==> src/hdl/way_store.sv <==
`default_nettype none

module way_store #(
  parameter int  DEPTH   = 64,
  parameter type entry_t = logic [63:0]
) (
  input  wire logic                     clk,
  input  wire logic                     rst,
  input  wire logic                     en_i,
  input  wire logic                     we_i,
  input  wire logic [$clog2(DEPTH)-1:0] idx_i,
  input  wire entry_t                   wdata_i,
  output entry_t                        rdata_o
);

  entry_t mem [DEPTH];

  // read-first, old word comes out on a write
  always_ff @(posedge clk) begin
    if (en_i) begin
      if (we_i) begin
        mem[idx_i] <= wdata_i;
      end
      rdata_o <= mem[idx_i];
    end
  end

  // index comes from the controller's held request or sweep counter
  a_idx_known: assert property (
    @(posedge clk) disable iff (rst) en_i |-> !$isunknown(idx_i)
  );

endmodule

`default_nettype wire

==> config.mk <==
export PLATFORM = sky130hd
export DESIGN_NAME = way_store
export DESIGN_NICKNAME = d
export VERILOG_FILES = /design/src/hdl/way_store.sv
export SDC_FILE = /design/constraint.sdc
export NUM_CORES = 2
export LEC_CHECK = 0
export BUFFER_PORTS_ARGS = -buffer_cell sky130_fd_sc_hd__buf_4
export CAP_MARGIN = 20
export CORE_ASPECT_RATIO = 1.4
export CORE_UTILIZATION = 47
export DETAILED_ROUTE_END_ITERATION = 7
export PLACE_DENSITY = 0.76
export SYNTH_ARGS = -nofsm -noshare
export SYNTH_HDL_FRONTEND = slang
export SYNTH_SLANG_ARGS = --single-unit
==> constraint.sdc <==
create_clock -name clk -period 5.4 [get_ports clk]
set_input_delay 1.08 -clock clk [delete_from_list [all_inputs] [get_ports clk]]
set_output_delay 1.08 -clock clk [all_outputs]
set_load 0.01 [all_outputs]
Word-level counts from Yosys, hierarchy flattened
Memory sizes are Yosys's and may differ from the RTL's. A register that Yosys moved wholly into a read port is not among the register bits. Index checks and enable logic that the tools add are counted.

Muxes and demuxes: 3.

Operators by type and width (number): $mux W1 (3).

Bits in registers: 0. Memory bits (writable): 4096. Memories kept: 1. Output and inout bits: 64.

Memories: mem (depth 64, width 64, rd ports 1, clocked after memory_dff 1, write ports 1, line 16) `entry_t mem [DEPTH];`.

Logic depth before layout (Yosys ltp)
Depth after elaboration: 3. Depth in mapped cells: 11. Mapped depth without buffers: 6.

Worst setup path before layout
No wires, ideal clock.

Path type: input to register. From: input port idx_i[2]. To: memory mem[15][0] (netlist name) (enable). Buffers on the path: 6. Arrival: 5140 ps. Setup time: 487 ps. Cell stages on the path: 8. Setup slack: -226 ps. Path through: buf_6 > buf_6 > buf_2 > buf_2 > buf_2 > clkbuf_1 > nand3_1 > nor2_1.

RTL lines: start, declared (line 11) `input wire logic [$clog2(DEPTH)-1:0] idx_i,`; end, declared (line 16).

Straight into the memory's write port.

==> flow_metrics.tcl <==
set metrics [dict create \
    status "finished clean" \
    cts.sinks 4160 \
    reg2regPathDepth 5 \
    period_share_pct 72.2 \
    numCtsBuffers 345 \
    dpl.cell_count 12700 \
    drive_gt1_share_pct 16.4 \
    holdPathStages 2 \
    post_cts_buffers 0 \
    cp.buffers_inverters 3 \
    final_nets 8671 \
    maxSlewViolCount 0 \
    post_drt_wl_per_cell_um 35.9 \
    cts_buffer_depth 4 \
    die_w_um 490 \
    cp_max_fo 46 \
    root_buffer "clkbuf_16" \
    insertion_delay_ns 0.94 \
    rr_startpoint "mem[39][57]" \
    relSlewSlack_pct 9.32 \
    fin_skew_ns 0.0566 \
    switching_power_mw 13.9 \
    cts.repair.resized 0 \
    syn_avg_cell_area_um2 18.6 \
    power_density_mw_per_mm2 367 \
    vias 91600 \
    synth_edf_count 4160 \
    hp-class "reg2reg" \
    gr-total-overflow 0 \
    stdcell_count 13300 \
    die_h_um 685 \
    p_int_mw 50.7 \
    rows 250 \
    final_core_util_pct 53.1 \
    crit_type "in2reg" \
    seqPwrFrac_pct 55.5 \
    rsz0062_at_grt "false" \
    hold_viol 0 \
    place.gp.congestion 0.873 \
    max_cap_viol_count 0 \
    critical-path-max-stage-delay_ns 1.07 \
    area_growth_syn_to_layout_pct 12.4 \
    path_delay_family "simple AND/OR/NAND/NOR gates" \
    yosys_warnings 0 \
    syn-num-nets 8476 \
    ios 138 \
    ys_seq_area_share_pct 79.8 \
    dp_hpwl_um 259000 \
    worstPathRequired_ns 6.01 \
    core_mm2 0.331 \
    netlist.area_leader.share_pct 79.8 \
    yosys.area.top_type "edfxtp_1" \
    drtPass1Iterations 7 \
    p_leak_nw 53.9 \
    period_minus_slack_ns 3.90 \
    swShare_pct 21.5 \
    grt_max_degree 136 \
    port_buffers 136 \
    path_clk_slew_ns 0.07 \
    start_util_pct 47.3 \
    grt_pass1_vias 90200 \
    grt_use_total_pct 27.9 \
    postRouteAntennaNets 0 \
    remaining_drc_errors 0 \
    cp.arrival_ns 4.51 \
    r2r-end "rdata_o[57]" \
    dieArea_mm2 0.335 \
    peakVddDrop_mv 0.283 \
    worst_setup_path_start_kind "primary input" \
    hold_start "mem[24][27]" \
    cp_slowest_cell "nor4bb_1" \
    cp_cell_sequence "buf_8, nor2b_4, buf_12, buf_4, a221oi_1, o22ai_1, nand2_1, nor4bb_1, o211ai_1" \
    regToRegSetupSlack_ns 2.63 \
    crit_path_end_kind "flip-flop" \
    netlist_area_mm2 0.157 \
    postCtsHoldBufs 0 \
    tightest_slew_ns 1.34 \
    fmax_mhz 256 \
    pwr-share-clk_pct 39.3 \
    viasPerCell 6.88 \
    async_flop_share_pct 0 \
    cts_tree "yes" \
    place_ws_ns 0.829 \
    wl_um 477000 \
    synthFlopType "edfxtp_1" \
    fin_ws_ns 1.50 \
    synth_cell_type_count 57 \
    antenna_found_initial 37 \
    drtIter0Drc 14900 \
    yosys_register_bits 4160 \
    holdWs_ns 0.652 \
    syn_inst 8402 \
    p_comb_share_pct 5.3 \
    grt_pass1_wl_um 661000 \
    synth_area_leaders "edfxtp_1 (80%), a221oi_1 (3.9%), a22oi_1 (2.7%), mux4_2 (2.0%), mux2i_1 (1.6%)" \
    setup_viol 0 \
    holdPathEnd "rdata_o[27]" \
    h-tree-depth 5 \
]
## cell usage after synthesis, types with 160 or more instances
cell and number:
nor2_1 203, a221oi_1 697, o21ai_0 172, mux2i_1 248, edfxtp_1 4160, a21oi_1 160, nand2_1 229, mux2_2 211
o22ai_1 333, clkbuf_1 302, buf_2 217, a22oi_1 566
## stage by stage
stage               area (µm²)  TNS [ns]  power, mW
floorplan               157000   -463.08       38.1
global placement        165000         0       39.7
detailed placement      165000         0       39.8
CTS                     176000         0       64.5
global route            176000         0       65.8
finish                  176000         0       64.6
## power by group through the flow
| stage | logic, mW | clock network (mW) | registers (mW) |
|---|---|---|---|
| floorplan | 1.64 | 0 | 36.5 |
| global placement | 3.19 | 0 | 36.6 |
| detailed placement | 3.28 | 0 | 36.6 |
| CTS | 3.31 | 25.4 | 35.9 |
| global route | 3.49 | 26.5 | 35.8 |
| finish | 3.39 | 25.4 | 35.8 |
## worst register-to-register path, stage by stage, from the launching register on
cell	delay, ns
edfxtp_1	0.38
mux4_2	0.48
nand2_1	0.10
a21oi_1	0.11
nor4bb_1	1.15
o211ai_1	0.23
## final cells by class
class	instances	area (µm²)
Antenna cell	28	70.1
Timing Repair Buffer	494	4920
Clock buffer	401	9060
Fill cell	24400	155000
Sequential cell	4160	125000
Tap cell	4410	5520
Inverter	4	35.0
Multi-Input combinational cell	3592	29300
Clock inverter	221	2200
## placed cells by master (no fill, tap or decap), drive strengths merged, types with 33 or more instances in the layout
cell and n:
a21oi 160, a221o 55, a221oi 703, a22o 39, a22oi 566, a31oi 33, buf 494, bufinv 40
clkbuf 401, clkinv 139, edfxtp 4160, mux2 211, mux2i 248, mux4 142, nand2 231, nor2 206
nor3 94, o211ai 59, o21ai 172, o22ai 333, o2bb2ai 60
## logic make-up (layout without fill, tap and decap cells)
family,Yosys count,count (layout),share of synthesized area (%)
simple gates,723,723,2.28
compound gates,2268,2268,10.9
other cells,0,28,0
mux,601,601,5.15
flops,4160,4160,79.8
buf+inv,650,1120,1.91
## per-layer routing
layer  global-route usage (%)  up-vias  part of all wire, %
li1                         -    35900                    -
met1                     32.8    45900                   31
met2                     44.7     7830                   47
met3                     6.86     1935                   13
met4                     20.2       18                  8.5
met5                        0        -                0.024
## sequential cells by signal, summed over array words and instances, names as in the netlist
name     flops
rdata_o     64
mem       4096
## worst max path at each step
stage	depth (start not counted)	startpoint	endpoint
floorplan	8	idx_i[2]	mem[15][0]
global placement	8	idx_i[2]	rdata_o[48]
detailed placement	8	idx_i[0]	rdata_o[49]
CTS	9	idx_i[0]	rdata_o[59]
global route	8	idx_i[0]	rdata_o[49]
finish	9	idx_i[0]	rdata_o[59]
Note: power is estimated with default switching activity, not from simulation.
