--- config.mk ---
export PLATFORM = sky130hd
export DESIGN_NAME = tag_compare
export DESIGN_NICKNAME = d
export VERILOG_FILES = /design/src/hdl/dcache_pkg.sv /design/src/hdl/tag_compare.sv
export SDC_FILE = /design/constraint.sdc
export NUM_CORES = 1
export LEC_CHECK = 0
export ABC_AREA = 0
export BUFFER_PORTS_ARGS = -buffer_cell sky130_fd_sc_hd__buf_4
export CAP_MARGIN = 20
export CORE_MARGIN = 3
export CORE_UTILIZATION = 31
export DETAILED_ROUTE_END_ITERATION = 8
export PLACE_DENSITY_LB_ADDON = 0.2
export SLEW_MARGIN = 0
export SYNTH_ARGS = -nofsm -noshare
export SYNTH_HDL_FRONTEND = slang
export SYNTH_SLANG_ARGS = --single-unit
--- constraint.sdc ---
create_clock -name vclk -period 2.2
set_input_delay 0.66 -clock vclk [all_inputs]
set_output_delay 0.66 -clock vclk [all_outputs]
set_load 0.1 [all_outputs]
--- src/hdl/dcache_pkg.sv ---
`default_nettype none

package dcache_pkg;

  localparam int ADDR_W   = 32;
  localparam int DATA_W   = 64;
  localparam int OFFSET_W = 3;           // byte offset within a word
  localparam int STRB_W   = DATA_W / 8;
  localparam int LINE_W   = ADDR_W - OFFSET_W;

  // word address, low bits select the set
  typedef logic [LINE_W-1:0] line_addr_t;

  // full line address kept as tag, no width depends on set count
  typedef struct packed {
    logic       valid;
    logic       dirty;
    line_addr_t line;
  } tag_entry_t;

  typedef struct packed {
    line_addr_t        line;
    logic [DATA_W-1:0] data;   // unused on refill reads
  } mem_req_t;

  typedef struct packed {
    logic       hit;
    logic       hit_way;
    logic       victim_way;
    tag_entry_t victim;        // passed through for writeback
  } hit_info_t;

endpackage

`default_nettype wire

--- src/hdl/tag_compare.sv ---
`default_nettype none

module tag_compare (
  input  wire dcache_pkg::tag_entry_t entry0_i,
  input  wire dcache_pkg::tag_entry_t entry1_i,
  input  wire dcache_pkg::line_addr_t line_i,
  input  wire logic                   lru_way_i,
  output dcache_pkg::hit_info_t       hit_o
);

  import dcache_pkg::*;

  logic hit0;
  logic hit1;
  logic victim_way;

  assign hit0 = entry0_i.valid && (entry0_i.line == line_i);
  assign hit1 = entry1_i.valid && (entry1_i.line == line_i);

  // fill an empty way before evicting
  always_comb begin
    if (!entry0_i.valid) begin
      victim_way = 1'b0;
    end else if (!entry1_i.valid) begin
      victim_way = 1'b1;
    end else begin
      victim_way = lru_way_i;
    end
  end

  assign hit_o.hit        = hit0 || hit1;
  assign hit_o.hit_way    = hit1;
  assign hit_o.victim_way = victim_way;
  assign hit_o.victim     = victim_way ? entry1_i : entry0_i;

  // a refill only ever lands in the way that missed, so a line lives in one way
  always_comb begin
    a_one_way: assert final (!(hit0 === 1'b1 && hit1 === 1'b1));
  end

endmodule

`default_nettype wire

After elaboration in Yosys (flattened, before gate mapping)
Index checks and enable logic that the tools add are counted.
- eq/ne operators: 2
- muxes and demuxes: 3
- reduce and logical (&&, ||, !) cells: 3
- operators by type and width (cell ; number):
    $eq 29x29->1 ; 2
    $mux 31 ; 1
    $logic_and 1x1->1 ; 2
    $mux 1 ; 2
    $logic_or 1x1->1 ; 1
- register bits after elaboration: 0
- input bits: 92
- logic and storage cells: 8

Logic depth before layout (Yosys ltp)
Gate-level depths: netlist of run 1.
- depth after elaboration: 3
- depth in mapped cells: 5
- mapped depth without buffers: 4

Least setup slack after synthesis of run 1
OpenSTA, ideal clock, no wires.
- kind: input to output
- start: input entry0_i[4] (netlist name)
- end: output hit_o[33] (netlist name)
- data arrival time: 2.242 ns
- path slack: -0.702 ns
- cell stages on the path: 4
- path buffers: 0
- cells stage by stage: xnor2_1 nand4_1 or4_1 o22ai_2
- RTL lines (element ; line ; source):
    from (decl) ; tag_compare.sv:4 ; input wire dcache_pkg::tag_entry_t entry0_i,
    to (decl) ; tag_compare.sv:8 ; output dcache_pkg::hit_info_t hit_o

==> flow_metrics.tcl, run 1 <==
set metrics [dict create \
    status "finished with violations" \
    violations "negative setup slack" \
    seq_cells 0 \
    synth.largest_area_cell "sky130_fd_sc_hd__xor2_1" \
    areaGrowthSynthToFinish_pct 183 \
    post_synth_inst_count 119 \
    final.clkbuf_count 0 \
    drc 0 \
    finalCriticalPeriod_ps 2730 \
    worst_path_most_repeated_cell "sky130_fd_sc_hd__buf_4" \
    dieArea_um2 4060 \
    muxShareOfSynthArea 0.327 \
    groute.usage.overall 0.307 \
    yosys.cell_count.top_type "sky130_fd_sc_hd__xor2_1" \
    cpMaxStageDelayCell "sky130_fd_sc_hd__nor4_1" \
    dieWidth_um 63.7 \
    drive_gt1_frac 0.768 \
    vdd_drop_max_v 0.000299 \
    grt_max_degree 8 \
    critical_path.max_fanout 2 \
    startpoint_type_of_the_worst_setup_path "input port" \
    core_ar_um2 3100 \
    worstPathCellList "buf_4 > buf_4 > xor2_1 > nor4_1 > nand4_1 > o22ai_4 > buf_12" \
    post_layout_nonfiller_instances 298 \
    avgViaCountPerCell 5.61 \
    placement.setup.worst_slack_ps -535 \
    design_power_total_w 0.00110 \
    period_share 1.24 \
    p_leak_nw 1.43 \
    fin_setup_tns_ps -6150 \
    synth_adder_area_share 0 \
    detailed_place_hpwl_um 3530 \
    globalplace.congestion 0.771 \
    grt_pass1_vias 1870 \
    global_route.usage.met3 0.0677 \
    worst_path_largest_cell_delay_ps 400 \
    place.port_buffers 126 \
    synth.area.top_cells "sky130_fd_sc_hd__xor2_1 (38%), sky130_fd_sc_hd__mux2_2 (17%), sky130_fd_sc_hd__mux2_1 (15%)" \
    final-seq-area_um2 0 \
    fin_nets 348 \
    arrival_ps 2070 \
    initial_standard_cell_utilization_of_the_core 0.333 \
    powerDensity_nw_per_um2 377 \
    antennaDiodeCount 0 \
    crit_path_end_kind "output pin" \
    rows 20 \
    yosysTopAreaCellShare 0.382 \
    synth-warning-count 0 \
    report.final.slew_viol_count 0 \
    drt-pass1-iter-count 4 \
    hold_path.class "input port to output pin" \
    dp.cells 289 \
    floorplan.io_pins 126 \
    timing.setup.critical_path_class "input port to output pin" \
    timing.fmax_mhz 366 \
    synth_compound_gate_area_share 0.0170 \
    dominant_combinational_cell_family_by_area_after_synthesis "XOR/XNOR gates" \
    syn_avg_cell_area_um2 8.67 \
    rsz_0062_raised_after_global_routing "true" \
    antenna_violating_nets_post_route 0 \
    grt_antenna_before_repair 0 \
    routed_wire_per_std_cell_um 25.8 \
    grt_first_pass_wirelength_um 9660 \
    setup_viol_count_final 32 \
    worst_margin_pin_slew_ps 438 \
    timing.final.hold_violations 0 \
    met1_usage 0.302 \
    worst_ep_required_time_ps 1540 \
    floorplan.die.height_um 63.7 \
    synthDistinctLibCells 16 \
    setup_ws_ps -529 \
    synth-seq-area-share 0 \
    drt_iter0_drc 81 \
    top_usage_layer "met2" \
    route.vias.total 1671 \
    cap_viol_max_count 0 \
    syn-num-nets 211 \
    grt.met2_usage 0.625 \
    maxSlewHeadroom 0.705 \
    yosys.area_share.xor_xnor 0.492 \
    global_route.overflow_total 0 \
    final.hold.worst_slack_ps 1720 \
    post_synth_instance_area_um2 1030 \
    total_of_hold_buffers_inserted_after_clock_tree_synthesis 0 \
    synth-simple-area-share 0.127 \
    post_synth_most_frequent_cells "sky130_fd_sc_hd__xor2_1 (45), sky130_fd_sc_hd__mux2_2 (16), sky130_fd_sc_hd__mux2_1 (14)" \
    postRouteWirelength_um 7700 \
]
[worst max-delay path, delay by kind of cell]
family                    cells  cell delay (ps)
AOI/OAI and AO/OA             1              190
buffers and inverters         3              450
and+or+nand+nor               2              630
xor gates and xnor gates      1              140
[worst paths after layout]
check | start | to | slack [ps] | cells after the start
worst min-delay path | entry0_i[13] | hit_o[13] | 1720 | 3
worst max-delay path | line_i[20] | hit_o[33] | -530 | 7
[what timing repair did]
item                                    CTS  global route
pin swaps                                13            10
gates cloned                              3             0
resized for setup                       124            18
setup buffers                             5             2
endpoints found under the setup margin   32            33
[logic make-up (layout without fill, tap and decap cells)]
kind of cell / after synthesis / after routing
compound gates: 2 / 2
xor+xnor: 58 / 58
buf+inv: 7 / 142
mux: 30 / 30
simple gates: 22 / 22
[per-stage QoR]
stage	area (um2)	util
after floorplan	1190	-
after global placement	2210	0.711
after detailed placement	2210	0.711
after CTS	2840	0.916
after global routing	2920	0.941
final	2920	0.941
[placed cells by master, fill, tap and decap left out]
cell type                  n
sky130_fd_sc_hd__buf_6     8
sky130_fd_sc_hd__nor2_1    1
sky130_fd_sc_hd__nand2_1   1
sky130_fd_sc_hd__mux2_4   30
sky130_fd_sc_hd__buf_16    2
sky130_fd_sc_hd__nor4_1    4
sky130_fd_sc_hd__xor2_1   42
sky130_fd_sc_hd__inv_6     1
sky130_fd_sc_hd__xnor2_2   9
sky130_fd_sc_hd__inv_4     1
sky130_fd_sc_hd__buf_12   34
sky130_fd_sc_hd__buf_4    91
sky130_fd_sc_hd__buf_8     5
sky130_fd_sc_hd__o22ai_4   1
sky130_fd_sc_hd__xnor2_1   4
sky130_fd_sc_hd__or4_4     1
sky130_fd_sc_hd__and2_1    1
sky130_fd_sc_hd__nor2_2    1
sky130_fd_sc_hd__nand4_1   6
sky130_fd_sc_hd__nor4_2    7
sky130_fd_sc_hd__xor2_2    3
sky130_fd_sc_hd__o21ai_4   1
[final cells by class]
| class | count | area, um2 |
|---|---|---|
| fillers | 87 | 183 |
| repair buffers | 140 | 1580 |
| well taps | 44 | 55.1 |
| inverters | 2 | 15.0 |
| multi-input cells | 112 | 1270 |
[per-layer routing]
layer,routed length [um],part of all wire,vias up
met4,478,0.062,0
met5,0,0,-
met2,4020,0.52,144
met3,712,0.092,45
met1,2490,0.32,787
li1,-,-,695
[report_power, final]
part / internal [W] / switching, W
Clock: 0 / 0
Combinational: 0.000477 / 0.000625
Sequential: 0 / 0
Total: 0.000477 / 0.000625
Power figures use the tool's default switching activity.
==> run 2: changes to the inputs <==
RECOVER_POWER = 50   (was default)
==> flow_metrics.tcl, run 2 (same netlist as run 1, synthesis figures left out) <==
set metrics [dict create \
    num-fill-cells 88 \
    place.port_buffers 126 \
    grt_max_degree 8 \
    status "finished with violations" \
    critical_path_buf_inv_count 3 \
    core_ar_um2 3100 \
    postRouteWirelength_um 7700 \
    startpoint_type_of_the_worst_setup_path "input port" \
    seq_cells 0 \
    floorplan.die.height_um 63.7 \
    global_route.overflow_total 0 \
    worst_ep_required_time_ps 1540 \
    rows 20 \
    initial_standard_cell_utilization_of_the_core 0.333 \
    worst_path_most_repeated_cell "sky130_fd_sc_hd__buf_4" \
    setup_viol_count_final 32 \
    dp.cells 289 \
    drt_iter0_drc 86 \
    groute.usage.overall 0.307 \
    globalplace.congestion 0.771 \
    fin_nets 348 \
    timing.fmax_mhz 365 \
    timing.final.hold_violations 0 \
    areaGrowthSynthToFinish_pct 183 \
    worst_path_largest_cell_delay_ps 400 \
    worstPathCellList "buf_4 > buf_4 > xor2_1 > nor4_1 > nand4_1 > o22ai_4 > buf_12" \
    post_layout_nonfiller_instances 298 \
    hold_path.class "input port to output pin" \
    p_leak_nw 1.43 \
    vdd_drop_max_v 0.000299 \
    grt_antenna_before_repair 0 \
    finalCriticalPeriod_ps 2740 \
    dieArea_um2 4060 \
    maxSlewHeadroom 0.636 \
    arrival_ps 2080 \
    final.hold.worst_slack_ps 1720 \
    crit_path_end_kind "output pin" \
    antennaDiodeCount 0 \
    crit_path_end "hit_o[33]" \
    floorplan.io_pins 126 \
    routed_wire_per_std_cell_um 25.8 \
    drive_gt1_frac 0.768 \
    grt_pass1_vias 1870 \
    placement.setup.worst_slack_ps -535 \
    route.vias.total 1670 \
    timing.setup.critical_path_class "input port to output pin" \
    dieWidth_um 63.7 \
    setup_ws_ps -541 \
    grt_first_pass_wirelength_um 9660 \
    mostFrequentLayoutCell "sky130_fd_sc_hd__buf_4" \
    final-seq-area_um2 0 \
    critical_path.max_fanout 2 \
    powerDensity_nw_per_um2 378 \
    crit_start "line_i[20]" \
    report.final.slew_viol_count 0 \
    leading_cell_types_in_the_layout_fill_and_taps_excluded "sky130_fd_sc_hd__buf_4 (90), sky130_fd_sc_hd__xor2_1 (42), sky130_fd_sc_hd__buf_12 (34)" \
    avgViaCountPerCell 5.60 \
    critPathTopFamily "simple AND/OR/NAND/NOR gates" \
    final.clkbuf_count 0 \
    detailed_place_hpwl_um 3530 \
    drt-pass1-iter-count 4 \
    antenna_violating_nets_post_route 0 \
    cp.depth 7 \
    violations "negative setup slack" \
    period_share 1.25 \
    rsz_0062_raised_after_global_routing "true" \
    cap_viol_max_count 0 \
    drc 0 \
    cpMaxStageDelayCell "sky130_fd_sc_hd__nor4_1" \
    worst_margin_pin_slew_ps 548 \
]
-- run 2: metal layers --
metal  GRT usage  vias to the layer above  part of all wire
li1            -                      695                 -
met1       0.302                      790              0.33
met2       0.625                      139              0.52
met3      0.0677                       46             0.085
met4      0.0836                        0             0.061
met5           0                        -                 0
-- run 2: worst min path at each step --
stage	startpoint	to	slack, ps	depth (start not counted)
after global routing	entry0_i[13]	hit_o[13]	1730	3
after global placement	entry1_i[30]	hit_o[30]	1780	3
after floorplan	entry0_i[10]	hit_o[10]	1640	1
final	entry0_i[13]	hit_o[13]	1720	3
after CTS	entry1_i[29]	hit_o[29]	1710	3
after detailed placement	entry1_i[30]	hit_o[30]	1780	3
-- run 2: per-stage QoR --
step | util | power (W) | cell area [um2] | setup TNS (ps)
3_3_place_gp | 0.711 | 0.000824 | 2210 | -7640
2_1_floorplan | - | 0.000564 | 1190 | -501
6_report | 0.940 | 0.00110 | 2920 | -6190
5_1_grt | 0.940 | 0.00113 | 2920 | -6960
4_1_cts | 0.916 | 0.00104 | 2840 | -5440
3_5_place_dp | 0.711 | 0.000829 | 2210 | -7730
-- run 2: cell type report --
cell class / instances / area (um2) / area share
Timing Repair Buffer: 140 / 1580 / 0.542
Multi-Input combinational cell: 112 / 1270 / 0.434
Tap cell: 44 / 55.1 / 0.0189
Inverter: 2 / 15.0 / 0.00515
-- run 2: power by group --
group / internal (W) / switching [W]
Sequential: 0 / 0
Clock: 0 / 0
Combinational: 0.000477 / 0.000625
Total: 0.000477 / 0.000625
-- run 2: what timing repair did --
| action | in CTS | in global routing |
|---|---|---|
| hold buffers | 0 | 0 |
| pin swaps | 13 | 10 |
| setup endpoints to repair | 32 | 33 |
| buffers inserted | 5 | 2 |
| gates resized for setup | 124 | 18 |
| gates cloned | 3 | 0 |
| endpoints found under the hold margin | 0 | 0 |
==> run 3: changes to the inputs <==
CORE_UTILIZATION = 37   (was 31)
RECOVER_POWER = 25   (was 50)
SLEW_MARGIN = 20   (was 0)
clock period = 3.4 ns   (was 2.2 ns; I/O delays follow)
==> flow_metrics.tcl, run 3 (same netlist as run 1, synthesis figures left out) <==
set metrics [dict create \
    status "finished, final reports clean" \
    hold_path.class "input port to output pin" \
    grt_antenna_before_repair 0 \
    arrival_ps 2300 \
    worst_margin_pin_slew_ps 538 \
    timing.setup.critical_path_class "input port to output pin" \
    final-seq-area_um2 0 \
    sequentialPowerShare 0 \
    p_leak_nw 0.994 \
    maxSlewHeadroom 0.643 \
    floorplan.die.height_um 58.8 \
    clock_power_share 0 \
    rows 18 \
    core_ar_um2 2570 \
    powerDensity_nw_per_um2 245 \
    drt-pass1-iter-count 4 \
    startpoint_type_of_the_worst_setup_path "input port" \
    final.clkbuf_count 0 \
    grt_pass1_vias 1413 \
    worst_ep_required_time_ps 2380 \
    critPathTopFamily "simple AND/OR/NAND/NOR gates" \
    antenna_violating_nets_post_route 0 \
    grt_first_pass_wirelength_um 5830 \
    initial_standard_cell_utilization_of_the_core 0.402 \
    routed_wire_per_std_cell_um 14.5 \
    setup_viol_count_final 0 \
    mostFrequentLayoutCell "sky130_fd_sc_hd__buf_4" \
    fin_nets 337 \
    cell_area_after_layout_um2 2060 \
    internal-power_w 0.000170 \
    cap_viol_max_count 0 \
    grt_max_degree 19 \
    report.final.slew_viol_count 0 \
    critical_path_buf_inv_count 2 \
    power_switching_share 0.663 \
    floorplan.io_pins 126 \
    postRouteWirelength_um 3960 \
    dpl_cell_area_um2 2020 \
    seq_cells 0 \
    dieWidth_um 58.8 \
    place.port_buffers 126 \
    timing.final.hold_violations 0 \
    areaGrowthSynthToFinish_pct 99.2 \
    period_share 0.976 \
    leading_cell_types_in_the_layout_fill_and_taps_excluded "sky130_fd_sc_hd__buf_4 (123), sky130_fd_sc_hd__xor2_1 (45), sky130_fd_sc_hd__mux2_2 (16)" \
    groute.usage.overall 0.209 \
    drc 0 \
    critical_path.max_fanout 2 \
    avgViaCountPerCell 4.98 \
    crit_path_end_kind "output pin" \
    worstPathCellList "buf_4 > xnor2_1 > nand4_1 > or4_4 > o22ai_4 > buf_12" \
    global_route.overflow_total 0 \
    finalCriticalPeriod_ps 3320 \
    dieArea_um2 3460 \
    total_of_hold_buffers_inserted_after_clock_tree_synthesis 0 \
    antennaDiodeCount 0 \
    detailed_place_hpwl_um 3570 \
    timing.fmax_mhz 301 \
    multi_input_logic_area_um2 1030 \
    worst_path_largest_cell_delay_ps 560 \
    vdd_drop_max_v 0.000271 \
    cpMaxStageDelayCell "sky130_fd_sc_hd__or4_4" \
    drive_gt1_frac 0.630 \
    num-fill-cells 200 \
    rsz_0062_raised_after_global_routing "false" \
    drt_iter0_drc 35 \
    fin_setup_tns_ps 0 \
    globalplace.congestion 0.758 \
    route.vias.total 1360 \
    comb_power_share 1.000 \
    netSwitchingPower_w 0.000334 \
]
## run 3: cell type report
class	count	area share
Multi-Input combinational cell	112	0.502
Tap cell	30	0.0183
Inverter	2	0.00365
Timing Repair Buffer	129	0.477
## run 3: layer usage
layer  part of all wire  GRT usage  vias up
li1                   -          -      672
met1               0.33      0.221      616
met2               0.57      0.442       68
met3              0.090     0.0241        4
met4             0.0063     0.0129        0
met5                  0          0        -
## run 3: repair_timing
action,in CTS,in global routing
setup endpoints to repair,2,2
gates resized for setup,2,7
setup buffers,0,0
pin swaps,0,1
## run 3: worst paths after layout
check / from / end / slack [ps] / depth (start not counted)
worst max-delay path: entry0_i[26] / hit_o[33] / 80 / 6
worst min-delay path: entry1_i[29] / hit_o[29] / 2510 / 3
## run 3: power by group through the flow
| stage | Combinational, W | Sequential (W) | Clock [W] |
|---|---|---|---|
| after floorplan | 0.000332 | 0 | 0 |
| after global placement | 0.000496 | 0 | 0 |
| after detailed placement | 0.000501 | 0 | 0 |
| after CTS | 0.000503 | 0 | 0 |
| after global routing | 0.000525 | 0 | 0 |
| final | 0.000503 | 0 | 0 |
## run 3: per-stage QoR
step | power, W | std cells | setup WS, ps | hold WS [ps] | util
after floorplan | 0.000332 | 119 | 22.7 | 2410 | -
after global placement | 0.000496 | 273 | -36.9 | 2500 | 0.787
after detailed placement | 0.000501 | 273 | -42.3 | 2510 | 0.787
after CTS | 0.000503 | 273 | 6.88 | 2510 | 0.789
after global routing | 0.000525 | 273 | 3.52 | 2510 | 0.801
final | 0.000503 | 273 | 83.0 | 2510 | 0.801
