[config.mk]
export PLATFORM = sky130hd
export DESIGN_NAME = dcache_ctrl
export DESIGN_NICKNAME = d
export VERILOG_FILES = /design/src/hdl/dcache_pkg.sv /design/src/hdl/dcache_ctrl.sv
export SDC_FILE = /design/constraint.sdc
export NUM_CORES = 1
export LEC_CHECK = 0
export BUFFER_PORTS_ARGS = -buffer_cell sky130_fd_sc_hd__buf_2
export CORE_AREA = 2 2 320 322
export DETAILED_ROUTE_END_ITERATION = 8
export DIE_AREA = 0 0 322 324
export GPL_TIMING_DRIVEN = 0
export PLACE_DENSITY_LB_ADDON = 0.08
export SYNTH_ARGS = -nofsm -noshare
export SYNTH_HDL_FRONTEND = slang
export SYNTH_SLANG_ARGS = --single-unit
[constraint.sdc]
create_clock -name clk -period 16.1 [get_ports clk]
set_input_delay 1.61 -clock clk [delete_from_list [all_inputs] [get_ports clk]]
set_output_delay 1.61 -clock clk [all_outputs]
set_load 0.01 [all_outputs]
[src/hdl/dcache_pkg.sv]
`default_nettype none

package dcache_pkg;

  localparam int ADDR_W   = 32;
  localparam int DATA_W   = 64;
  localparam int OFFSET_W = 3;           // byte offset within a word
  localparam int STRB_W   = DATA_W / 8;
  localparam int LINE_W   = ADDR_W - OFFSET_W;

  // word address, low bits select the set
  typedef logic [LINE_W-1:0] line_addr_t;

  // full line address kept as tag, no width depends on set count
  typedef struct packed {
    logic       valid;
    logic       dirty;
    line_addr_t line;
  } tag_entry_t;

  typedef struct packed {
    line_addr_t        line;
    logic [DATA_W-1:0] data;   // unused on refill reads
  } mem_req_t;

  typedef struct packed {
    logic       hit;
    logic       hit_way;
    logic       victim_way;
    tag_entry_t victim;        // passed through for writeback
  } hit_info_t;

endpackage

`default_nettype wire

[src/hdl/dcache_ctrl.sv]
`default_nettype none

module dcache_ctrl #(
  parameter int SETS = 64
) (
  input  wire logic                            clk,
  input  wire logic                            rst,
  // cpu read
  input  wire logic                            ar_valid_i,
  output logic                                 ar_ready_o,
  input  wire logic [dcache_pkg::ADDR_W-1:0]   ar_addr_i,
  output logic                                 r_valid_o,
  input  wire logic                            r_ready_i,
  output logic [dcache_pkg::DATA_W-1:0]        r_data_o,
  // cpu write
  input  wire logic                            aw_valid_i,
  output logic                                 aw_ready_o,
  input  wire logic [dcache_pkg::ADDR_W-1:0]   aw_addr_i,
  input  wire logic                            w_valid_i,
  output logic                                 w_ready_o,
  input  wire logic [dcache_pkg::STRB_W-1:0]   w_strb_i,
  input  wire logic [dcache_pkg::DATA_W-1:0]   w_data_i,
  output logic                                 b_valid_o,
  input  wire logic                            b_ready_i,
  // memory handshakes
  output logic                                 mem_ar_valid_o,
  input  wire logic                            mem_ar_ready_i,
  input  wire logic                            mem_r_valid_i,
  output logic                                 mem_r_ready_o,
  input  wire logic [dcache_pkg::DATA_W-1:0]   mem_r_data_i,
  output logic                                 mem_aw_valid_o,
  input  wire logic                            mem_aw_ready_i,
  output logic                                 mem_w_valid_o,
  input  wire logic                            mem_w_ready_i,
  input  wire logic                            mem_b_valid_i,
  output logic                                 mem_b_ready_o,
  output dcache_pkg::mem_req_t                 mem_rd_req_o,
  output dcache_pkg::mem_req_t                 mem_wr_req_o,
  // way stores
  output logic [$clog2(SETS)-1:0]              idx_o,
  output logic [1:0]                           tag_we_o,
  output logic [1:0]                           data_we_o,
  output dcache_pkg::tag_entry_t               tag_wdata_o,
  output logic [dcache_pkg::DATA_W-1:0]        data_wdata_o,
  input  wire dcache_pkg::tag_entry_t          tag_rdata0_i,
  input  wire dcache_pkg::tag_entry_t          tag_rdata1_i,
  input  wire logic [dcache_pkg::DATA_W-1:0]   data_rdata0_i,
  input  wire logic [dcache_pkg::DATA_W-1:0]   data_rdata1_i,
  // compare and lru
  input  wire dcache_pkg::hit_info_t           hit_i,
  output dcache_pkg::line_addr_t               held_line_o,
  output logic                                 touch_o,
  output logic                                 touch_way_o
);

  import dcache_pkg::*;

  localparam int IDX_W = $clog2(SETS);

  typedef enum logic [3:0] {
    S_SWEEP,
    S_IDLE,
    S_LOOKUP,
    S_COMPARE,
    S_HIT,
    S_WB_ADDR,
    S_WB_DATA,
    S_WB_RESP,
    S_RF_ADDR,
    S_RF_DATA
  } state_t;

  state_t            state_q;
  logic [IDX_W-1:0]  sweep_cnt_q;
  logic              is_wr_q;
  logic              r_valid_q;
  logic              w_ready_q;
  logic              b_valid_q;
  line_addr_t        held_line_q;
  logic              way_q;        // hit way, or victim way during a miss
  logic [DATA_W-1:0] r_data_q;
  mem_req_t          wb_req_q;
  logic              ar_fire;
  logic              aw_fire;
  logic              w_fire;
  logic [DATA_W-1:0] hit_data;
  logic [DATA_W-1:0] victim_data;
  logic [DATA_W-1:0] way_data;
  tag_entry_t        way_entry;

  function automatic logic [DATA_W-1:0] merge_bytes(
    input logic [DATA_W-1:0] old_w,
    input logic [DATA_W-1:0] new_w,
    input logic [STRB_W-1:0] strb
  );
    logic [DATA_W-1:0] res;
    res = old_w;
    for (int i = 0; i < STRB_W; i++) begin
      if (strb[i]) begin
        res[8*i +: 8] = new_w[8*i +: 8];
      end
    end
    return res;
  endfunction

  assign ar_ready_o = (state_q == S_IDLE);
  assign aw_ready_o = (state_q == S_IDLE) && !ar_valid_i;  // read wins
  assign ar_fire    = ar_valid_i && ar_ready_o;
  assign aw_fire    = aw_valid_i && aw_ready_o;
  assign w_fire     = w_valid_i && w_ready_o;

  assign hit_data    = hit_i.hit_way ? data_rdata1_i : data_rdata0_i;
  assign victim_data = hit_i.victim_way ? data_rdata1_i : data_rdata0_i;
  assign way_data    = way_q ? data_rdata1_i : data_rdata0_i;
  assign way_entry   = way_q ? tag_rdata1_i : tag_rdata0_i;

  always_ff @(posedge clk) begin
    if (rst) begin
      state_q     <= S_SWEEP;
      sweep_cnt_q <= '0;
      is_wr_q     <= 1'b0;
      r_valid_q   <= 1'b0;
      w_ready_q   <= 1'b0;
      b_valid_q   <= 1'b0;
    end else begin
      case (state_q)
        S_SWEEP: begin
          sweep_cnt_q <= sweep_cnt_q + 1'b1;
          if (sweep_cnt_q == IDX_W'(SETS - 1)) begin
            state_q <= S_IDLE;
          end
        end
        S_IDLE: begin
          if (ar_fire) begin
            is_wr_q <= 1'b0;
            state_q <= S_LOOKUP;
          end else if (aw_fire) begin
            is_wr_q <= 1'b1;
            state_q <= S_LOOKUP;
          end
        end
        S_LOOKUP: state_q <= S_COMPARE;  // stores read the held set
        S_COMPARE: begin
          if (hit_i.hit) begin
            state_q <= S_HIT;
            if (is_wr_q) begin
              w_ready_q <= 1'b1;
            end else begin
              r_valid_q <= 1'b1;
            end
          end else if (hit_i.victim.valid && hit_i.victim.dirty) begin
            state_q <= S_WB_ADDR;
          end else begin
            state_q <= S_RF_ADDR;
          end
        end
        S_HIT: begin
          if (r_valid_q) begin
            if (r_ready_i) begin
              r_valid_q <= 1'b0;
              state_q   <= S_IDLE;
            end
          end else if (w_ready_q) begin
            if (w_valid_i) begin
              w_ready_q <= 1'b0;
              b_valid_q <= 1'b1;
            end
          end else if (b_ready_i) begin
            b_valid_q <= 1'b0;
            state_q   <= S_IDLE;
          end
        end
        S_WB_ADDR: if (mem_aw_ready_i) state_q <= S_WB_DATA;
        S_WB_DATA: if (mem_w_ready_i)  state_q <= S_WB_RESP;
        S_WB_RESP: if (mem_b_valid_i)  state_q <= S_RF_ADDR;
        S_RF_ADDR: if (mem_ar_ready_i) state_q <= S_RF_DATA;
        S_RF_DATA: if (mem_r_valid_i)  state_q <= S_LOOKUP;  // replay as a hit
        default:   state_q <= S_IDLE;
      endcase
    end
  end

  always_ff @(posedge clk) begin
    if (rst) begin
      held_line_q <= '0;  // set index is driven while idle
    end else if (ar_fire) begin
      held_line_q <= ar_addr_i[ADDR_W-1:OFFSET_W];
    end else if (aw_fire) begin
      held_line_q <= aw_addr_i[ADDR_W-1:OFFSET_W];
    end
    if (state_q == S_COMPARE) begin
      way_q         <= hit_i.hit ? hit_i.hit_way : hit_i.victim_way;
      r_data_q      <= hit_data;
      wb_req_q.line <= hit_i.victim.line;
      wb_req_q.data <= victim_data;
    end
  end

  // storage writes and lru touches
  always_comb begin
    tag_we_o     = 2'b00;
    data_we_o    = 2'b00;
    tag_wdata_o  = '0;
    data_wdata_o = mem_r_data_i;
    touch_o      = 1'b0;
    touch_way_o  = way_q;
    case (state_q)
      S_SWEEP: tag_we_o = 2'b11;  // invalidate both ways
      S_COMPARE: begin
        if (hit_i.hit) begin
          touch_o     = 1'b1;
          touch_way_o = hit_i.hit_way;
        end
      end
      S_HIT: begin
        if (w_fire) begin
          data_we_o[way_q]  = 1'b1;
          tag_we_o[way_q]   = 1'b1;
          data_wdata_o      = merge_bytes(way_data, w_data_i, w_strb_i);
          tag_wdata_o       = way_entry;
          tag_wdata_o.dirty = 1'b1;
        end
      end
      S_RF_DATA: begin
        if (mem_r_valid_i) begin
          data_we_o[way_q]  = 1'b1;
          tag_we_o[way_q]   = 1'b1;
          tag_wdata_o.valid = 1'b1;
          tag_wdata_o.line  = held_line_q;
          touch_o           = 1'b1;
        end
      end
      default: ;
    endcase
  end

  assign idx_o       = (state_q == S_SWEEP) ? sweep_cnt_q : held_line_q[IDX_W-1:0];
  assign held_line_o = held_line_q;

  assign r_valid_o = r_valid_q;
  assign r_data_o  = r_data_q;
  assign w_ready_o = w_ready_q;
  assign b_valid_o = b_valid_q;

  assign mem_aw_valid_o = (state_q == S_WB_ADDR);
  assign mem_w_valid_o  = (state_q == S_WB_DATA);
  assign mem_b_ready_o  = (state_q == S_WB_RESP);
  assign mem_ar_valid_o = (state_q == S_RF_ADDR);
  assign mem_r_ready_o  = (state_q == S_RF_DATA);

  assign mem_wr_req_o      = wb_req_q;
  assign mem_rd_req_o.line = held_line_q;
  assign mem_rd_req_o.data = '0;

  a_ar_r_excl: assert property (
    @(posedge clk) disable iff (rst) !(ar_ready_o && r_valid_o)
  );

  // read response holds until the cpu takes it
  a_r_hold: assert property (
    @(posedge clk) disable iff (rst)
      r_valid_o && !r_ready_i |=> r_valid_o && $stable(r_data_o)
  );

endmodule

`default_nettype wire

== After elaboration in Yosys (flattened, before gate mapping) ==
Cells that the tools add are included.
Cells by class
  $add $sub $neg: 1
  order comparisons: 2
  equal/unequal tests: 25
  mux-type cells: 65
  bitwise gates (word level): 1
  reduce and logical (&&, ||, !) cells: 16
Operator list (number)
  $mux 64: 5
  $mux 29: 3
  $mux 8: 8
  $mux 31: 2
  $pmux 29 s2: 1
  $mux 4: 14
  $pmux 4 s10: 1
  $mux 1: 21
  $eq 4x3->1 const B: 4
  $ne 2x2->1 const B: 8
  $reduce_and 10->1: 1
  $ne 3x3->1 const B: 3
  $eq 4x2->1 const B: 2
  $eq 4x4->1 const B: 2
  $pmux 1 s2: 4
  $reduce_and 4->1: 2
  $add 6x1->6 const B: 1
  $eq 6x6->1 const B: 1
  $logic_and 1x1->1: 6
  $mux 6: 1
  $ne 2x1->1 const B: 3
  $pmux 2 s3: 1
  $reduce_bool 2->1: 3
  $eq 4x1->1 const B: 1
  other kinds (11): 12
Storage, ports and cells
  register bits: 201
  input bits: 436
  output and inout port bits: 396
  word-level logic and storage cells: 121

== Logic depth before layout (Yosys ltp) ==
  word-level depth: 6
  gate-level depth with buffers: 8
  depth with buffers taken out: 7

== Worst setup path before layout ==
No wires, ideal clock.
  path type: register to output
  from: register state_q[2]
  to: output port touch_way_o
  arrival time: 13.932 ns
  required time: 14.490 ns
  path slack: 0.558 ns
  stages on the path, launching flop included: 5
  buffers on the path: 1
  cell sequence: dfxtp_1 > clkbuf_1 > nor3b_1 > nand2_1 > mux2_2
Between the ends
  longest elaborated chain between the ends: 2
RTL lines
  from (decl): RTL line dcache_ctrl.sv:73  | state_t state_q;
  from (signal assigned): RTL line dcache_ctrl.sv:119  | state_q <= S_SWEEP;
  from (signal assigned): RTL line dcache_ctrl.sv:130  | state_q <= S_IDLE;
  from (signal assigned): RTL line dcache_ctrl.sv:136  | state_q <= S_LOOKUP;
  $eq 4x2->1: RTL line dcache_ctrl.sv:207  | case (state_q)
  $mux 1: RTL line dcache_ctrl.sv:207
  to (decl): RTL line dcache_ctrl.sv:53  | output logic touch_way_o
Every way passes these cells.

== Final worst setup path ==
  from: input port w_valid_i
  to: output port data_wdata_o[1] (netlist bit)
Between the ends
  longest elaborated chain between the ends: 3
RTL lines
  from (decl): RTL line dcache_ctrl.sv:19  | input wire logic w_valid_i,
  $logic_and 1x1->1: RTL line dcache_ctrl.sv:110  | assign w_fire = w_valid_i && w_ready_o;
  $mux 64: RTL line dcache_ctrl.sv:216  | if (w_fire) begin
  $mux 64: RTL line dcache_ctrl.sv:207
  to (decl): RTL line dcache_ctrl.sv:44  | output logic [dcache_pkg::DATA_W-1:0] data_wdata_o,
Every way passes these cells.

==> results by group <==
Floorplan
  • Top Ports: 832
  • Die Y: 324 microns
  • Core area: 0.1010 sq mm
  • Die area: 0.1043 sq mm
  • Die X: 322 microns
  • Rows: approximately 120
  • Initial core utilization: 0.1158

STA
  • Pins Over Slew Limit: 0
  • Clk_skew: 8.774 ps
  • Final setup vio count: 0
  • Post-route minimum period: 6061 ps
  • Max Freq: 165.0 MHz
  • Hold Fails Final Rpt: 0
  • Unrepaired setup endpoints after global routing: false
  • Slew HR: 0.2726
  • Worst Tran Pin Value: ~1100 ps
  • Period utilization: 0.3765

Synth
  • Synth Area in XOR/XNOR: 0.002995
  • Synth Area in Adders: 0.001070
  • Post-Synth Simple-Gate Area: 0.1105
  • Top-area cell type share of the netlist area: 0.4056
  • Syn avg cell area: 10.21 sq um
  • Leading area contributor after synthesis: edfxtp_1
  • Synth unique cells: 48
  • Post-synth ARST share: 0
  • Post-synthesis mux area share: 0.1900
  • Top area cells in the synthesized netlist: edfxtp_1, mux2_2, dfxtp_1
  • Synth Area in Compound Gates: 0.1223
  • Top FF cell, synth: edfxtp_1
  • Post-Synthesis Cells: 1146
  • Number of flops mapped to enable cells by yosys: ~160
  • Largest family of logic cells by synthesized area: multiplexers
  • Post-Synthesis Cell Area: 0.01170 sq mm
  • Yosys warnings: 0
  • Flops & latches, synth: 201
  • Register area share after synthesis: 0.4792

Place
  • Dpl hpwl: around 64000 microns
  • Final Wtd Congestion: between 0.7 and 0.8
  • DP Cell Count: between 3000 and 4000
  • Port Buffers: between 700 and 800

Setup path
  • Crit path DAT: 4450 ps
  • CP Class: in2out
  • R2R depth: 10
  • Maximum fanout along the worst path: 10
  • Worst setup SP type: input pin
  • Worst path required time: 14490 ps
  • Worst setup EP type: output port

Cells and area
  • Nets: 2444
  • Fill cell count: 11540
  • Final core occ: 0.1828
  • Share of layout cells above drive strength 1: 0.5276
  • Synth-to-layout area growth: 57.83%
  • Final non-filler cell total: 3350

Power and ir drop
  • Pwr Density: roughly 74 mW/mm^2
  • Sw Pwr: 0.3565 mW
  • Power share of the clock group: 0.456
  • Sw frac: 0.2616
  • Power Internal: 1.006 mW
  • Leak: 8.241 nW
  • Peak supply drop: between 0.07 and 0.08 mV
  • Gate power share: 0.131
  • Share of power burned in registers: 0.413

Route
  • Drt drc: 0
  • Final ANT Viol Nets: 0
  • Routed WL: 75380 microns
  • Via count: 12310
  • Routed vias/inst: 3.674
  • DRT iter0 DRCs: 469
  • DR WL/cell: 22.50 microns
  • Drt pass-1 iters: 4

Global routing
  • Met2 Track Usage GR: 0.2471
  • GRT Total Usage: 0.1351
  • M3 GR Usage: 0.04483
  • Total grt overflow: 0
  • First-pass GRT wire length: between 90000 and 100000 microns
  • GR Util met1: 0.1501
  • Largest net degree at the start of global routing: 16
  • Gr busiest metal: met2
  • Initial antenna violation count: 47
  • Vias in the first global route: 12530

Hold path
  • Tightest Hold Check Type: reg2reg
  • Hold Path Cell Cnt: 2

CTS
  • Clk root buf: clkbuf_16
  • CTS tree: yes
  • CTS clk-pin slew, worst paths: approximately 60 ps
  • CTS max path bufs: 3
  • Resized cells post-CTS: 0
  • CTS Hold Buffers Added: 0
  • CTS buffer count: 30
  • CTS Sinks: 201
  • H-tree depth: 1
  • Setup bufs post-CTS: 0
  • Clk Latency, worst-skew pair: 590 ps

Run
  • Max-Cap Viols: 0

Status
  • Status: finished, final reports clean
-- per-stage QoR --
stage	cell area [sq um]	total power, mW	setup TNS [ps]	hold slack, ps	setup WS, ps
global route	18440	1.429	0	529.8	9747
finish	18460	1.362	0	477.7	10040
global placement	17310	0.7535	-1118820	470.9	-13570
CTS	18430	1.400	0	489.9	9701
detailed placement	17550	0.7546	0	481.4	9703
floorplan	11930	0.6588	0	467.9	558.3
-- final timing paths --
path	endpoint	startpoint	slack [ps]
worst max-delay path	data_wdata_o[1]	w_valid_i	10040
worst max register to register	mem_wr_req_o[72]	state_q[2]	13100
worst min-delay path	b_valid_o	b_valid_o	480
worst min register to register	b_valid_o	b_valid_o	480
-- Yosys cell counts, types with 2 or more instances --
cell	instances
nand2_1	133
nand4_1	3
xor2_1	3
nor3_1	4
edfxtp_1	158
buf_1	2
mux2_2	136
a22oi_1	30
nand3_1	30
dfxtp_1	43
nor2b_1	3
a311oi_1	29
o21ai_0	101
a21oi_1	72
buf_2	24
clkbuf_1	60
a31oi_1	2
or2_2	2
buf_6	2
buf_4	95
and3_1	2
and2_1	2
a211oi_1	2
a32oi_1	2
mux2i_1	69
nor2_1	114
nand2b_1	2
-- registers in the layout, indices dropped and copies added, names as in the netlist --
name          count
mem_wr_req_o     93
r_data_o         64
held_line_o      29
sweep_cnt_q       6
state_q           4
b_valid_o         1
is_wr_q           1
r_valid_o         1
w_ready_o         1
way_q             1
-- cells in the final DEF, fill, tap and decap left out, types with 16 or more instances in the layout --
master / count
buf_2: 771
edfxtp_1: 158
mux2_2: 136
nand2_1: 133
nor2_1: 114
o21ai_0: 101
buf_4: 95
a21oi_1: 72
clkbuf_1: 69
mux2i_1: 69
conb_1: 64
dfxtp_1: 43
a22oi_1: 30
nand3_1: 30
clkbuf_16: 30
a311oi_1: 29
buf_6: 16
-- final cells by class --
| class | count | area (sq um) | share of cell area |
|---|---|---|---|
| clock buffer | 39 | 784.5 | 0.04249 |
| sequential | 201 | 5605 | 0.3036 |
| tap | 1309 | 1638 | 0.08871 |
| timing repair buffer | 766 | 3971 | 0.2151 |
| buffer | 183 | 1089 | 0.05896 |
| inverter | 2 | 7.507 | 0.0004066 |
| antenna | 13 | 32.53 | 0.001762 |
| clock inverter | 14 | 97.59 | 0.005286 |
| multi-input combinational | 823 | 5238 | 0.2837 |
-- cell families after synthesis --
logic type | Yosys count
adder cells (fa/ha/maj) | 1
AND/OR/NAND/NOR | 306
other | 1
buffers and inverters | 185
flip-flops | 201
AO/OA/AOI/OAI | 243
multiplexers | 205
XOR/XNOR | 4
-- power groups by stage --
stage | logic [mW] | registers (mW) | clock network [mW]
after floorplan | 0.0850 | 0.574 | 0
after global placement | 0.179 | 0.574 | 0
after detailed placement | 0.181 | 0.574 | 0
after CTS | 0.181 | 0.563 | 0.656
after global routing | 0.197 | 0.563 | 0.669
final | 0.178 | 0.563 | 0.621
-- critical path, cell delays in order --
cell and delay (ps):
buf_2 130, nand3_1 740, buf_2 580, clkbuf_1 740, nand2_1 270, o21ai_0 150, buf_2 200
-- metal layers --
layer	up-vias	wire, microns
met1	5769	28830
met3	115	6803
li1	5778	-
met5	-	195
met2	619	37910
met4	28	1641
Power figures use the tool's default switching activity.
